[src/include/step_defs.svh]
`ifndef STEP_DEFS_SVH
`define STEP_DEFS_SVH

// Step count, position and stroke
`define STEP_NUMBER_WIDTH 16

// One delay word of the speed table, in ticks
`define SPEED_DATA_WIDTH 16

// Table address, 512 words deep
`define SPEED_ADDRESS_WIDTH 9

`define MICROSTEP_WIDTH 3

// clk cycles per motion tick
`define CLK_DIV_NBR 5

`define MOTOR_NBR 2

// Home pattern, oldest sample in the MSB
`define ZPD_SEQ_LEN 2
`define ZPD_SEQ 2'b01

`endif

[src/hdl/ramp_pkg.sv]
`include "step_defs.svh"

package ramp_pkg;

	typedef logic [`SPEED_DATA_WIDTH-1:0] speed_t; // Ticks between two steps

	typedef logic [`SPEED_ADDRESS_WIDTH-1:0] ramp_idx_t;

	// Load strobe group of the speed table
	typedef struct packed {
		logic   init;  // High for the whole load
		logic   wr_en; // One word per cycle
		speed_t data;
	} ramp_wr_t;

endpackage

[src/hdl/motor_pkg.sv]
`include "step_defs.svh"

package motor_pkg;

	typedef logic [`STEP_NUMBER_WIDTH-1:0] step_cnt_t;

	typedef logic [`MICROSTEP_WIDTH-1:0] ms_t;

	// Move command of one axis
	typedef struct packed {
		logic                start; // One-cycle pulse
		logic                stop;
		logic                dir;   // 1 counts position up
		ramp_pkg::ramp_idx_t speed; // Top ramp level
		step_cnt_t           step;
		ms_t                 ms;
		logic                xen;
		logic                xrst;
	} motor_cmd_t;

	typedef struct packed {
		logic state;  // Move in progress
		logic zpsign; // Homed and still at 0
		logic tpsign; // At the stroke limit
	} motor_status_t;

	// Pins of the stepper driver
	typedef struct packed {
		logic drive; // One clk per step
		logic dir;
		ms_t  ms;
		logic xen;
		logic xrst;
	} motor_drive_t;

endpackage

[src/hdl/motor_channel.sv]
`timescale 1ns/1ps

module motor_channel (
	input  logic                    clk,
	input  logic                    resetn,
	input  logic                    tick,
	input  motor_pkg::motor_cmd_t   cmd,
	input  motor_pkg::step_cnt_t    stroke,
	input  logic                    busy_load,
	input  ramp_pkg::ramp_idx_t     ramp_len,
	output ramp_pkg::ramp_idx_t     rd_idx,
	input  ramp_pkg::speed_t        rd_delay,
	input  logic                    zero_hit,
	output motor_pkg::motor_status_t status,
	output motor_pkg::motor_drive_t  drv
);
	import ramp_pkg::*;
	import motor_pkg::*;

	logic      run;
	logic      dir_q;
	ramp_idx_t speed_q;
	ms_t       ms_q;
	step_cnt_t remain;
	step_cnt_t position;
	ramp_idx_t idx;
	speed_t    dly_cnt;
	logic      stop_q;
	logic      drive_q;
	logic      zpsign_q;
	logic      tpsign_q;
	logic      xen_q;
	logic      xrst_q;

	logic                       accept;
	logic                       stop_now;
	logic                       at_stroke;
	logic                       homed;
	logic                       move_end;
	logic                       dly_done;
	logic                       fire;
	step_cnt_t                  left;
	step_cnt_t                  idx_ext;
	logic [$bits(ramp_idx_t):0] idx_inc;
	logic                       ramp_up;
	logic                       ramp_down;

	assign accept    = cmd.start && !run && !busy_load;
	assign stop_now  = stop_q || cmd.stop; // Same-cycle stop blocks the pulse
	assign at_stroke = dir_q && position >= stroke;
	assign homed     = !dir_q && zero_hit;
	assign move_end  = stop_now || at_stroke || homed || remain == '0;
	assign dly_done  = dly_cnt + 1'b1 >= rd_delay;
	assign fire      = run && tick && !move_end && dly_done;

	// Steps still to go once this pulse is out
	assign left    = remain - 1'b1;
	assign idx_ext = step_cnt_t'(idx);
	assign idx_inc = {1'b0, idx} + 1'b1;

	// Climb while the braking distance still fits, mirror it on the way down
	assign ramp_up   = idx < speed_q && idx_inc < {1'b0, ramp_len} && left > idx_ext + 1'b1;
	assign ramp_down = left <= idx_ext && idx != '0;

	always_ff @(posedge clk) begin
		if (!resetn) begin
			run      <= 1'b0;
			dir_q    <= 1'b0;
			ms_q     <= '0;
			idx      <= '0;
			position <= '0;
			stop_q   <= 1'b0;
			drive_q  <= 1'b0;
			zpsign_q <= 1'b0;
			tpsign_q <= 1'b0;
			xen_q    <= 1'b1;
			xrst_q   <= 1'b0;
		end else begin
			xen_q    <= cmd.xen;
			xrst_q   <= cmd.xrst;
			drive_q  <= fire;
			tpsign_q <= position == stroke;
			if (accept) begin
				run     <= 1'b1;
				dir_q   <= cmd.dir;
				speed_q <= cmd.speed;
				ms_q    <= cmd.ms;
				remain  <= cmd.step;
				idx     <= '0;
				dly_cnt <= '0;
				stop_q  <= 1'b0;
			end else if (run) begin
				if (cmd.stop)
					stop_q <= 1'b1;
				if (tick) begin
					if (move_end) begin
						run <= 1'b0;
						idx <= '0; // Next move reads entry 0 early
						if (homed) begin
							position <= '0;
							zpsign_q <= 1'b1;
						end
					end else if (dly_done) begin
						dly_cnt  <= '0;
						remain   <= left;
						position <= dir_q ? position + 1'b1 : position - 1'b1;
						zpsign_q <= 1'b0;
						if (ramp_up)
							idx <= idx + 1'b1;
						else if (ramp_down)
							idx <= idx - 1'b1;
					end else begin
						dly_cnt <= dly_cnt + 1'b1;
					end
				end
			end
		end
	end

	assign rd_idx = idx;

	assign status.state  = run;
	assign status.zpsign = zpsign_q;
	assign status.tpsign = tpsign_q;

	assign drv.drive = drive_q;
	assign drv.dir   = dir_q;
	assign drv.ms    = ms_q;
	assign drv.xen   = xen_q;
	assign drv.xrst  = xrst_q;

	a_drive_in_move: assert property (@(posedge clk) disable iff (!resetn)
		drv.drive |-> status.state)
		else $error("motor_channel: step pulse outside a move");

	a_idx_in_table: assert property (@(posedge clk) disable iff (!resetn)
		run |-> idx < ramp_len)
		else $error("motor_channel: ramp index past loaded table");

endmodule

[config.mk]
export PLATFORM = sky130hd
export DESIGN_NAME = motor_channel
export DESIGN_NICKNAME = d
export VERILOG_FILES = /design/src/hdl/ramp_pkg.sv /design/src/hdl/motor_pkg.sv /design/src/hdl/motor_channel.sv
export VERILOG_INCLUDE_DIRS = /design/src /design/src/include
export SDC_FILE = /design/constraint.sdc
export NUM_CORES = 1
export LEC_CHECK = 0
export BUFFER_PORTS_ARGS = -buffer_cell sky130_fd_sc_hd__buf_2
export CORE_MARGIN = 10
export CORE_UTILIZATION = 58
export DETAILED_ROUTE_END_ITERATION = 10
export PLACE_DENSITY_LB_ADDON = 0.1
export SLEW_MARGIN = 20
export SYNTH_ARGS = -nofsm -noshare
export SYNTH_HDL_FRONTEND = slang
export SYNTH_SLANG_ARGS = --single-unit
export TNS_END_PERCENT = 20
[constraint.sdc]
create_clock -name clk -period 5.5 [get_ports clk]
set_clock_uncertainty 0.05 [all_clocks]
set_input_delay 0.825 -clock clk [delete_from_list [all_inputs] [get_ports clk]]
set_output_delay 0.825 -clock clk [all_outputs]
set_load 0.01 [all_outputs]
==> flow_summary.toml <==
[synthesis]
ys_warn_count = 0
synth_seq_cells = 77
synth.largest_area_cell = "edfxtp_1"
async_flop_share_pct = 0
synth_edf_count = 41
syn_nets = 870
netlist_area_um2 = 6130
netlist_instances = 696
yosys.cell_types.count = 63
synth_top_area_share_pct = 20.1
yosys-top-cells-area = "edfxtp_1 20%, ha_1 19%, dfxtp_1 12%, inv_1 5.0%, xnor2_1 4.3%"
synth_ff_type = "edfxtp_1"
postSynthAreaPerCell_um2 = 8.81
ys_seq_area_share_pct = 31.8

[critical_path]
startpoint = "remain[0]"
required_ps = 5730
end_kind = "register"
cp_max_fo = 9
worstPathArrival_ps = 5280
path_class = "reg2reg"
r2r_start = "remain[0]"
cp_slowest_cell = "edfxtp_1"
worstPathCellList = "inv_1 > ha_1 > or3b_1 > nor3_1 > xor2_1 > ha_1 > nand4_1 > a21oi_1 > o31ai_1 > a21oi_2 > nand3_2 > clkinv_2 > fa_1 > nor2b_1 > o21ai_0 > nand2b_1 > a21o_1 > a21o_1 > a31oi_1 > xnor2_1 > or3b_1 > a31oi_1"
cpPeakStageDelay_ps = 510
startpoint_type = "register"

[layout]
n_antenna_cell = 0
drive_gt1_share_pct = 16.5
nets = 958
layout_commonest_cell = "buf_2"
layout_common_cells = "97 x buf_2, 93 x ha_1, 82 x inv_1, 63 x nand2_1, 43 x nor2_1"
area_delta_synth_final_pct = 12.4

[route]
wire_per_inst_um = 15.7
drt-vias-per-instance = 5.63
drtPass1Iterations = 5
ant_nets = 0
drt-total-wl_mm = 14.5
dr_total_vias = 5207
drc = 0
drtIter0Drc = 306

[clocking]
htree_levels = 3
clockRootBuffer = "clkbuf_8"
cts_sinks = 77
postCtsSetupBuffers = 0
ctsResizeCount = 0
cts.clk_slew.worst_paths_ps = 80
cts_tree = "yes"
numCtsBuffers = 9
clock_tree.buffer_depth = 2
cts_hold_buf = 0
clkLatencyLatePin_ps = 350

[pwr]
cellLeakagePower_nw = 3.29
p_per_area_nw_per_um2 = 187
peakVddDrop_v = 0.000138

[global_routing]
grt_usage_pct = 19.0
grt_overflow = 0
grt_pass1_wl_mm = 23.8
antenna_found_initial = 0
grt_max_degree = 35
grt_pass1_vias = 5185

[sta]
worstMarginPinSlew_ps = 838
fin_crit_ps = 5050
finalHoldViolCount = 0
fin_setup_tns_ps = 0
final.setup.worst_slack_ps = 450
max_freq_mhz = 198
min_period_over_period_pct = 91.8
drv_slew = 0
setup_viol = 0
rsz0062_at_grt = "no"
max-slew-margin-rel_pct = 43.8

[placed_design]
port_buffers = 97
place_ws_ps = 504
gp_congestion = 0.912
dp_hpwl_mm = 11.5

[flow_run]
timing.max_cap.violations = 0

[run_status]
outcome = "finished clean"

[floorplan]
die_h_um = 123
start_util_pct = 59.4
die_x_um = 123
core_um2 = 10300
rows = 37
ios = 98
dieArea_um2 = 15100

[min_path]
holdCritStartpoint = "ms_q[1]"
hold_path.class = "reg2reg"
flip-flops by register name, summed over array words and instances (netlist names):
register and flops:
remain 16, speed_q 9, rd_idx 9, xrst_q 1, drive_q 1, xen_q 1
tpsign_q 1, dir_q 1, zpsign_q 1, position 16, stop_q 1, dly_cnt 16
run 1, ms_q 3
final timing paths:
kind	slack, ps	cells after the start	endpoint
max	450	22	rd_idx[8]
min	420	2	ms_q[1]
max reg2reg	450	22	rd_idx[8]
min reg2reg	420	2	ms_q[1]
metrics by stage:
stage          instance area [um2]  power (W)  cells  utilization, %  hold WS (ps)
3_5_place_dp                  6680   0.000844    909            64.7           406
4_1_cts                       6900    0.00130    925            66.8           424
6_report                      6900    0.00129    925            66.8           421
3_3_place_gp                  6680   0.000835    909            64.7           401
5_1_grt                       6900    0.00135    925            66.8           453
2_1_floorplan                 6130   0.000779    696               -           388
where the power goes:
part | switching [W] | internal, W
Clock | 0.000218 | 0.000239
Combinational | 0.000107 | 0.0000874
Sequential | 0.0000135 | 0.000624
Total | 0.000339 | 0.000950
critical path: cells and delay by family, from the launching register on:
family          cells  cell delay, ps
xor+xnor            2             490
fa+ha+maj           3             940
buf+inv             2             280
simple gates        7            1630
flops               1             510
compound gates      8            1070
routing by layer:
| layer | vias to the layer above | global-route usage [%] | wire [um] |
|---|---|---|---|
| li1 | 2632 | - | - |
| met1 | 2422 | 24.2 | 6570 |
| met2 | 134 | 32.2 | 6930 |
| met3 | 19 | 3.86 | 842 |
| met4 | 0 | 5.01 | 171 |
| met5 | - | 0 | 0 |
cells by family (layout without fill, tap and decap cells):
kind of cell / count (synthesis) / in the layout / share of synthesized area [%]
AO/OA/AOI/OAI: 154 / 154 / 16.5
XOR/XNOR: 51 / 51 / 7.28
adder cells (fa/ha/maj): 95 / 95 / 19.6
buffers and inverters: 105 / 198 / 7.14
flip-flops: 77 / 77 / 31.8
multiplexers: 2 / 2 / 0.367
AND/OR/NAND/NOR: 212 / 212 / 17.2
synth_stat cells, types with 3 or more instances:
library cell,number
a21boi_0,6
a21o_1,16
a21oi_1,40
a221oi_1,3
a22oi_1,3
a31oi_1,7
a32o_1,3
and2_1,3
and3_1,20
buf_4,7
clkbuf_1,12
dfxtp_1,36
edfxtp_1,41
ha_1,93
inv_1,82
nand2_1,63
nand2b_1,7
nand3_1,19
nand4_1,9
nor2_1,43
nor2b_1,9
nor3_1,11
nor4_1,6
o211ai_1,4
o21a_1,6
o21ai_0,38
o21bai_1,3
o31ai_1,3
o32a_1,4
or3_1,8
xnor2_1,30
xor2_1,21
final cells by class:
type                            count  area, um2
Sequential cell                    77       1950
Tap cell                          136        170
Multi-Input combinational cell    514       3750
Timing Repair Buffer               99        500
Inverter                           83        313
Fill cell                         820       3430
Clock buffer                       12        156
Clock inverter                      4       55.1
(Power assumes the default switching activity.)
